### src/hdl/dlc_cfg_pkg.sv
// Sample, level and configuration widths for the level-crossing datapath
// Imported by the FIFO wiring, the quantizer, the encoder and the top level
package dlc_cfg_pkg;

  // Raw input sample width
  localparam int unsigned SAMPLE_W = 16;

  // Width of the level-width exponent, levels are 2**log_wl samples wide
  localparam int unsigned LOG_WL_W = 4;  // Exponents 0 to 15

  // Signed sample or level value
  typedef logic signed [SAMPLE_W-1:0] sample_t;

endpackage

### src/hdl/dlc_pkt_pkg.sv
// Output packet layout of the level-crossing encoder
// Delta-time field on top, level field below, read in one of two formats
package dlc_pkt_pkg;

  localparam int unsigned DT_W        = 10;  // Delta-time field
  localparam int unsigned LVL_FIELD_W = 6;   // Level field

  // Largest delta time that fits the field
  localparam int unsigned DT_MAX = (1 << DT_W) - 1;

  // Largest step per packet, same in both formats
  localparam int unsigned MAG_MAX = (1 << (LVL_FIELD_W - 1)) - 1;

  // One packet word, level field decoded by the format select
  typedef union packed {
    // Two's-complement step
    struct packed {
      logic [DT_W-1:0]               dt;
      logic signed [LVL_FIELD_W-1:0] step;  // Negative when level fell
    } twos;
    // Direction bit plus magnitude
    struct packed {
      logic [DT_W-1:0]          dt;
      logic                     dir;   // 1 = downward
      logic [LVL_FIELD_W-2:0]   mag;
    } sgnmag;
  } dlc_word_u;

endpackage

### src/hdl/dlc_sample_fifo.sv
// Synchronous circular-buffer FIFO, head word shown while not empty
// Used for input samples and for output packets
`timescale 1ns/1ns

module dlc_sample_fifo #(
  parameter int unsigned FIFO_DEPTH = 4,
  parameter int unsigned DATA_W     = 16
) (
  input  logic              clk_i,
  input  logic              rst_ni,
  input  logic              push_i,
  input  logic [DATA_W-1:0] data_i,
  input  logic              pop_i,
  output logic [DATA_W-1:0] data_o,
  output logic              full_o,
  output logic              empty_o
);

  localparam int unsigned PTR_W = $clog2(FIFO_DEPTH);
  localparam int unsigned CNT_W = $clog2(FIFO_DEPTH + 1);

  logic [DATA_W-1:0] mem_q [FIFO_DEPTH];  // Storage, no reset
  logic [PTR_W-1:0]  wr_ptr_q, rd_ptr_q;
  logic [CNT_W-1:0]  cnt_q;               // Occupancy
  logic              do_push, do_pop;

  assign full_o  = (cnt_q == CNT_W'(FIFO_DEPTH));
  assign empty_o = (cnt_q == '0);
  assign data_o  = mem_q[rd_ptr_q];  // Head word, valid when not empty

  // Illegal requests dropped here
  assign do_push = push_i & ~full_o;
  assign do_pop  = pop_i & ~empty_o;

  always_ff @(posedge clk_i) begin
    if (do_push) mem_q[wr_ptr_q] <= data_i;
  end

  always_ff @(posedge clk_i or negedge rst_ni) begin
    if (!rst_ni) begin
      wr_ptr_q <= '0;
      rd_ptr_q <= '0;
      cnt_q    <= '0;
    end else begin
      if (do_push) begin
        // Wrap for any depth, not only powers of two
        wr_ptr_q <= (wr_ptr_q == PTR_W'(FIFO_DEPTH - 1)) ? '0 : wr_ptr_q + 1'b1;
      end
      if (do_pop) begin
        rd_ptr_q <= (rd_ptr_q == PTR_W'(FIFO_DEPTH - 1)) ? '0 : rd_ptr_q + 1'b1;
      end
      if (do_push && !do_pop) cnt_q <= cnt_q + 1'b1;
      else if (do_pop && !do_push) cnt_q <= cnt_q - 1'b1;
    end
  end

endmodule

### src/hdl/dlc_quantizer.sv
// Level detection and crossing generation for the head sample of the input FIFO
// Pops one sample per cycle while the encoder is not busy
`timescale 1ns/1ns

module dlc_quantizer (
  input  logic                               clk_i,
  input  logic                               rst_ni,
  input  dlc_cfg_pkg::sample_t               head_i,
  input  logic                               empty_i,
  input  logic                               busy_i,
  input  logic [dlc_cfg_pkg::LOG_WL_W-1:0]   log_wl_i,
  output logic                               pop_o,
  output logic                               smp_vld_o,
  output logic                               smp_xing_o,
  output logic                               smp_dir_o,
  output logic [dlc_cfg_pkg::SAMPLE_W-1:0]   smp_mag_o,
  output logic                               xing_o,
  output logic                               dir_o
);

  import dlc_cfg_pkg::*;

  sample_t             lvl;        // Level of head sample
  sample_t             cur_lvl_q;  // Level of last crossing
  logic signed [SAMPLE_W:0] dlvl;  // One extra bit, full range difference
  logic [SAMPLE_W:0]   dlvl_abs;
  logic                dir_q;

  // Arithmetic shift keeps negative samples on negative levels
  assign lvl = head_i >>> log_wl_i;

  always_comb begin
    dlvl     = $signed({lvl[SAMPLE_W-1], lvl}) - $signed({cur_lvl_q[SAMPLE_W-1], cur_lvl_q});
    dlvl_abs = dlvl[SAMPLE_W] ? -dlvl : dlvl;  // At most 65535
  end

  // Take a sample whenever one waits and the encoder can accept it
  assign pop_o      = ~empty_i & ~busy_i;
  assign smp_vld_o  = pop_o;
  assign smp_xing_o = pop_o & (dlvl != '0);
  assign smp_dir_o  = dlvl[SAMPLE_W];       // 1 = level fell
  assign smp_mag_o  = dlvl_abs[SAMPLE_W-1:0];

  assign xing_o = smp_xing_o;  // One pulse per accepted crossing
  assign dir_o  = dir_q;

  // Level and direction follow each crossing
  always_ff @(posedge clk_i or negedge rst_ni) begin
    if (!rst_ni) begin
      cur_lvl_q <= '0;
      dir_q     <= 1'b0;
    end else if (smp_xing_o) begin
      cur_lvl_q <= lvl;
      dir_q     <= smp_dir_o;
    end
  end

endmodule

### src/hdl/dlc_event_encoder.sv
// Delta-time counting and packet assembly, one packet per crossing
// Large steps are split into bursts, long quiet runs give overflow packets
`timescale 1ns/1ns

module dlc_event_encoder (
  input  logic                              clk_i,
  input  logic                              rst_ni,
  input  logic                              smp_vld_i,
  input  logic                              smp_xing_i,
  input  logic                              smp_dir_i,
  input  logic [dlc_cfg_pkg::SAMPLE_W-1:0]  smp_mag_i,
  input  logic                              fmt_twos_i,
  input  logic                              full_i,
  output logic                              busy_o,
  output logic                              push_o,
  output dlc_pkt_pkg::dlc_word_u            word_o
);

  import dlc_cfg_pkg::*;
  import dlc_pkt_pkg::*;

  localparam int unsigned MAG_W = LVL_FIELD_W - 1;

  typedef enum logic {
    ST_RUN,
    ST_SPLIT  // Burst of zero-time packets
  } state_t;

  state_t              state_q, state_d;
  logic [DT_W-1:0]     cnt_q, cnt_d;    // Samples since last crossing
  logic [SAMPLE_W-1:0] rem_q, rem_d;    // Step still to send in burst
  logic                rdir_q, rdir_d;  // Burst direction
  logic [DT_W-1:0]     pkt_dt;
  logic [MAG_W-1:0]    pkt_mag;
  logic                pkt_dir;

  // Split state stalls sampling, as does a full output FIFO
  assign busy_o = (state_q == ST_SPLIT) | full_i;

  always_comb begin
    state_d = state_q;
    cnt_d   = cnt_q;
    rem_d   = rem_q;
    rdir_d  = rdir_q;
    push_o  = 1'b0;
    pkt_dt  = '0;
    pkt_mag = '0;
    pkt_dir = 1'b0;
    case (state_q)
      ST_RUN: begin
        if (smp_vld_i && smp_xing_i) begin
          push_o  = 1'b1;  // Room guaranteed, sample only taken when not busy
          pkt_dt  = cnt_q;
          pkt_dir = smp_dir_i;
          cnt_d   = DT_W'(1);
          if (smp_mag_i > SAMPLE_W'(MAG_MAX)) begin
            pkt_mag = MAG_W'(MAG_MAX);  // First of burst
            rem_d   = smp_mag_i - SAMPLE_W'(MAG_MAX);
            rdir_d  = smp_dir_i;
            state_d = ST_SPLIT;
          end else begin
            pkt_mag = smp_mag_i[MAG_W-1:0];
          end
        end else if (smp_vld_i) begin
          if (cnt_q == DT_W'(DT_MAX)) begin
            push_o = 1'b1;  // Time overflow, level field stays zero
            pkt_dt = DT_W'(DT_MAX);
            cnt_d  = DT_W'(1);
          end else begin
            cnt_d = cnt_q + 1'b1;
          end
        end
      end
      ST_SPLIT: begin
        pkt_dir = rdir_q;
        if (!full_i) begin
          push_o = 1'b1;
          if (rem_q > SAMPLE_W'(MAG_MAX)) begin
            pkt_mag = MAG_W'(MAG_MAX);
            rem_d   = rem_q - SAMPLE_W'(MAG_MAX);
          end else begin
            pkt_mag = rem_q[MAG_W-1:0];  // Last of burst
            state_d = ST_RUN;
          end
        end
      end
      default: state_d = ST_RUN;
    endcase
  end

  // Level field in the selected format
  always_comb begin
    if (fmt_twos_i) begin
      word_o.twos.dt   = pkt_dt;
      word_o.twos.step = pkt_dir ? -$signed({1'b0, pkt_mag}) : $signed({1'b0, pkt_mag});
    end else begin
      word_o.sgnmag.dt  = pkt_dt;
      word_o.sgnmag.dir = pkt_dir;
      word_o.sgnmag.mag = pkt_mag;
    end
  end

  always_ff @(posedge clk_i or negedge rst_ni) begin
    if (!rst_ni) begin
      state_q <= ST_RUN;
      cnt_q   <= DT_W'(1);  // Reset counts as a crossing at sample 0
    end else begin
      state_q <= state_d;
      cnt_q   <= cnt_d;
    end
  end

  // Burst payload
  always_ff @(posedge clk_i) begin
    rem_q  <= rem_d;
    rdir_q <= rdir_d;
  end

endmodule

### src/hdl/dlc_top.sv
// Level-crossing encoder top, input FIFO to quantizer to encoder to output FIFO
// Samples pushed with in_push_i, packets read with out_pop_i
`timescale 1ns/1ns

module dlc_top #(
  parameter int unsigned FIFO_DEPTH = 4
) (
  input  logic                                          clk_i,
  input  logic                                          rst_ni,
  input  logic [dlc_cfg_pkg::LOG_WL_W-1:0]              log_wl_i,
  input  logic                                          fmt_twos_i,  // 1 = two's complement
  input  dlc_cfg_pkg::sample_t                          in_data_i,
  input  logic                                          in_push_i,
  input  logic                                          out_pop_i,
  output logic                                          in_full_o,
  output logic [$bits(dlc_pkt_pkg::dlc_word_u)-1:0]     out_data_o,
  output logic                                          out_empty_o,
  output logic                                          xing_o,
  output logic                                          dir_o
);

  import dlc_cfg_pkg::*;
  import dlc_pkt_pkg::*;

  sample_t             in_head;
  logic                in_empty, in_pop;
  logic                smp_vld, smp_xing, smp_dir;
  logic [SAMPLE_W-1:0] smp_mag;
  logic                enc_busy, enc_push, out_full;
  dlc_word_u           enc_word;

  dlc_sample_fifo #(.FIFO_DEPTH(FIFO_DEPTH), .DATA_W(SAMPLE_W)) u_in_fifo (
    .clk_i, .rst_ni,
    .push_i (in_push_i), .data_i (in_data_i), .pop_i (in_pop),
    .data_o (in_head), .full_o (in_full_o), .empty_o (in_empty)
  );

  dlc_quantizer u_quantizer (
    .clk_i, .rst_ni,
    .head_i (in_head), .empty_i (in_empty), .busy_i (enc_busy), .log_wl_i,
    .pop_o (in_pop), .smp_vld_o (smp_vld), .smp_xing_o (smp_xing),
    .smp_dir_o (smp_dir), .smp_mag_o (smp_mag), .xing_o, .dir_o
  );

  dlc_event_encoder u_encoder (
    .clk_i, .rst_ni,
    .smp_vld_i (smp_vld), .smp_xing_i (smp_xing), .smp_dir_i (smp_dir),
    .smp_mag_i (smp_mag), .fmt_twos_i, .full_i (out_full),
    .busy_o (enc_busy), .push_o (enc_push), .word_o (enc_word)
  );

  // Packet queue, drained by the consumer
  dlc_sample_fifo #(.FIFO_DEPTH(FIFO_DEPTH), .DATA_W($bits(dlc_word_u))) u_out_fifo (
    .clk_i, .rst_ni,
    .push_i (enc_push), .data_i (enc_word), .pop_i (out_pop_i),
    .data_o (out_data_o), .full_o (out_full), .empty_o (out_empty_o)
  );

endmodule

### config.mk
export PLATFORM = sky130hd
export DESIGN_NAME = dlc_top
export DESIGN_NICKNAME = d
export VERILOG_FILES = /design/src/hdl/dlc_cfg_pkg.sv /design/src/hdl/dlc_pkt_pkg.sv /design/src/hdl/dlc_sample_fifo.sv /design/src/hdl/dlc_quantizer.sv /design/src/hdl/dlc_event_encoder.sv /design/src/hdl/dlc_top.sv
export SDC_FILE = /design/constraint.sdc
export NUM_CORES = 1
export LEC_CHECK = 0
export BUFFER_PORTS_ARGS = -buffer_cell sky130_fd_sc_hd__buf_2
export CORE_MARGIN = 2
export CORE_UTILIZATION = 40
export CTS_BUF_LIST = sky130_fd_sc_hd__clkbuf_4
export CTS_CLUSTER_SIZE = 8
export DETAILED_ROUTE_END_ITERATION = 7
export HOLD_SLACK_MARGIN = 0.1
export PLACE_DENSITY = 0.58
export SETUP_SLACK_MARGIN = 0.2
export SLEW_MARGIN = 5
export SYNTH_ARGS = -nofsm -noshare
export SYNTH_HDL_FRONTEND = slang
export SYNTH_SLANG_ARGS = --single-unit
### constraint.sdc
create_clock -name clk_i -period 11 [get_ports clk_i]
set_input_delay 0.55 -clock clk_i [delete_from_list [all_inputs] [get_ports clk_i]]
set_output_delay 0.55 -clock clk_i [all_outputs]
set_load 0.005 [all_outputs]
==> results by group <==
Synthesis
  – Post-Syn Nets: 913
  – Area share of the largest cell type after synthesis: 42.2%
  – Syn Area/Cell: 12.1 sq um
  – Netlist cell types: 84
  – Top post-synthesis cells by count: 145 x edfxtp_1, 71 x nand2_1, 59 x nor2_1, 47 x o21ai_0, 41 x dfrtp_1
  – Synth top area cells: edfxtp_1 42%, dfrtp_1 9.9%, mux4_2 7.0%, ha_1 4.0%, xnor2_1 3.2%
  – Seq cells post-synth: 187
  – Post-synthesis sequential area ratio: 52.4%
  – Area leader, netlist: edfxtp_1
  – Main synth FF type: edfxtp_1
  – Synth warnings: 0
  – Ys async rst share: 22.5%
  – Most common cell in the synthesized netlist: edfxtp_1
  – Post-synth EDFFs: 145
  – Syn Std Cell Area: 0.0103 sq mm
  – Post-Syn Instances: 852

Cells and area
  – Synth-to-layout area growth: 7.79%
  – Fin nets: 942
  – Final instance area: 0.0111 sq mm
  – Layout cells sized above 1: 18.5%

STA
  – Clock skew: 0.0271 ns
  – RSZ-0062 raised after global routing: no
  – Max Slew Vio Count: 0
  – Slew HR: 27.7%
  – Worst Tran Pin Value: 1.08 ns
  – Period utilization: 68.7%
  – Hold Vio Cnt, Final: 0
  – Setup TNS Final: 0 ns
  – F_max: 0.132 GHz
  – Minimum clock period: 7.56 ns
  – # setup viols final: 0

Clock network
  – CTS tree: done
  – Clk sinks: 187
  – Worst skew pair latency: 0.56 ns
  – Post-cts gate resize count: 0
  – CTS max path bufs: 2
  – Post-CTS Repair Setup Buffers: 0
  – CTS Buf Count: 17
  – Clk pin slew, worst setup/hold paths: 0.15 ns
  – CTS Root Cell: clkbuf_4
  – Cts hold-fix bufs: 0
  – CTS HTree Levels: 4

Drt
  – Drt drc: 0
  – Pre-antenna DRT Iters: 4
  – First DRT Iteration DRCs: 469
  – Vias/cell: 5.22
  – Final wirelength: 19600 microns
  – Vias: 6393
  – Antenna Violating Nets Remaining: 0
  – Routed len/inst: 16.0 microns

Pwr
  – Power Internal: 0.00149 W
  – Net switching power: 0.000785 W
  – Clock share of power: 16.8%
  – Power share of the combinational group: 35.4%
  – PwrDens: 205 mW/mm^2
  – Leak pwr: 4.13 nW
  – VDD IR-drop max: 0.0993 mV
  – Switch share: 34.4%
  – Sequential share of power: 47.8%

Global routing
  – Met3 usage in global routing: 2.64%
  – Global-route usage over all layers: 15.1%
  – Grt peak-use layer: met2
  – Met1 Use GR: 22.0%
  – M2 GR Usage: 23.5%
  – Largest net degree at the start of global routing: 43
  – Overflow after GRT: 0
  – First-pass GRT wire length: 32100 microns
  – Vias in the first global route: 6189
  – Initial antenna violation count: 2

Worst setup path
  – Worst Setup End Kind: output pin
  – Critical Path Fanout Max: 32
  – CP Launch Type: flip-flop
  – Critical path arrival: 7.01 ns
  – Worst R2R Setup Slack: 3.45 ns
  – Req. time, crit path: 10.45 ns
  – Critical path class: flip-flop to output pin

Floorplanning
  – Initial Util: 40.9%
  – Core footprint: 0.0253 sq mm
  – Number of placed I/O pins: 45
  – Die Footprint: 0.0271 sq mm
  – FP Rows: 58
  – Die Span Y: 165 microns
  – Die width: 165 microns

Placement
  – DPL Wire Length: 14300 microns
  – Port Buffer Count: 44
  – Final Wtd Congestion: 0.823
  – Placement Cell Area: 0.0108 sq mm

Worst hold path
  – Worst hold path type: input port to async pin

Flow run
  – Max_cap viols: 0

Status
  – Status: complete, no violations
## layout by cell type, fill, tap and decap left out, types with 28 or more instances in the layout
master / netlist / final
mux4_2: 32 / 32
nor2_1: 59 / 59
ha_1: 33 / 33
o21ai_0: 47 / 47
xnor2_1: 38 / 38
inv_1: 33 / 33
buf_2: 4 / 44
xor2_1: 28 / 28
a21oi_1: 36 / 36
edfxtp_1: 145 / 145
dfrtp_1: 41 / 41
nand2_1: 71 / 71
## power groups by stage
stage	clock, W	sequential (W)	combinational, W
after floorplan	0	0.00107	0.000615
after global placement	0	0.00110	0.000814
after detailed placement	0	0.00111	0.000821
after CTS	0.000397	0.00109	0.000823
after global routing	0.000424	0.00111	0.000904
final	0.000383	0.00109	0.000807
## critical path: stages, from the launching register on
cell	delay [ns]
dfrtp_1	1.07
mux4_2	0.61
mux2_2	0.28
o21ai_0	0.25
mux2i_1	0.15
a21oi_1	0.26
ha_1	0.21
inv_1	0.06
fa_1	0.43
a211oi_2	0.32
nor2_1	0.10
xor2_1	0.24
nor3_2	0.33
and4_4	0.30
nand3_2	0.10
nor4_4	0.75
nand2b_1	0.41
inv_2	0.31
buf_2	0.23
## per-layer routing
layer | wire, microns | up-vias
met4 | 178 | 2
met5 | 11 | -
met1 | 9640 | 3086
met2 | 9190 | 87
met3 | 536 | 15
li1 | - | 3203
## area by class of cell
| type | count | area (sq um) |
|---|---|---|
| Multi-Input combinational cell | 588 | 4600 |
| Clock buffer | 17 | 128 |
| Fill cell | 2366 | 14100 |
| Sequential cell | 187 | 5410 |
| Tap cell | 330 | 413 |
| Antenna cell | 1 | 2.50 |
| Timing Repair Buffer | 51 | 273 |
| Clock inverter | 15 | 161 |
| Inverter | 36 | 135 |
## cells by family (layout without fill, tap and decap cells)
family	count (synthesis)	in the layout	share of synthesized area [%]
AND/OR/NAND/NOR	236	236	11.8
AO/OA/AOI/OAI	179	179	11.3
adder cells (fa/ha/maj)	36	36	4.58
XOR/XNOR	69	69	6.14
other	0	1	0
buffers and inverters	77	119	3.00
flip-flops	187	187	52.4
multiplexers	68	68	10.7
## worst paths after layout
check                                      start                      to  cells after the start
min reg2reg                   u_in_fifo.cnt_q[2]      u_in_fifo.cnt_q[2]                      1
max reg2reg                u_in_fifo.rd_ptr_q[0]     u_out_fifo.cnt_q[1]                     23
min                                       rst_ni  u_out_fifo.wr_ptr_q[0]                      1
min in group clk_i                  in_data_i[0]   u_in_fifo.mem_q[2][0]                      1
max in group asynchronous                 rst_ni      u_in_fifo.cnt_q[0]                      1
max                        u_in_fifo.rd_ptr_q[0]                  xing_o                     18
## flip-flops by register name, indices dropped and copies added (netlist names), 3 cells and up
| name | cells |
|---|---|
| u_in_fifo.cnt_q | 3 |
| u_encoder.rem_q | 16 |
| u_out_fifo.mem_q | 64 |
| u_encoder.cnt_q | 10 |
| u_quantizer.cur_lvl_q | 16 |
| u_in_fifo.mem_q | 64 |
| u_out_fifo.cnt_q | 3 |
## through the flow
step / hold slack [ns] / utilization (%) / worst slack [ns] / power (W) / std cells
after floorplan: 0.254 / - / 4.46 / 0.00169 / 852
after global placement: 0.473 / 42.9 / 3.57 / 0.00192 / 1192
after detailed placement: 0.474 / 42.9 / 3.44 / 0.00193 / 1192
after CTS: 0.134 / 44.0 / 3.33 / 0.00231 / 1224
after global routing: 0.146 / 44.0 / 2.78 / 0.00244 / 1225
final: 0.123 / 44.0 / 3.44 / 0.00228 / 1225
No activity file was read; power rests on OpenSTA's default activity.
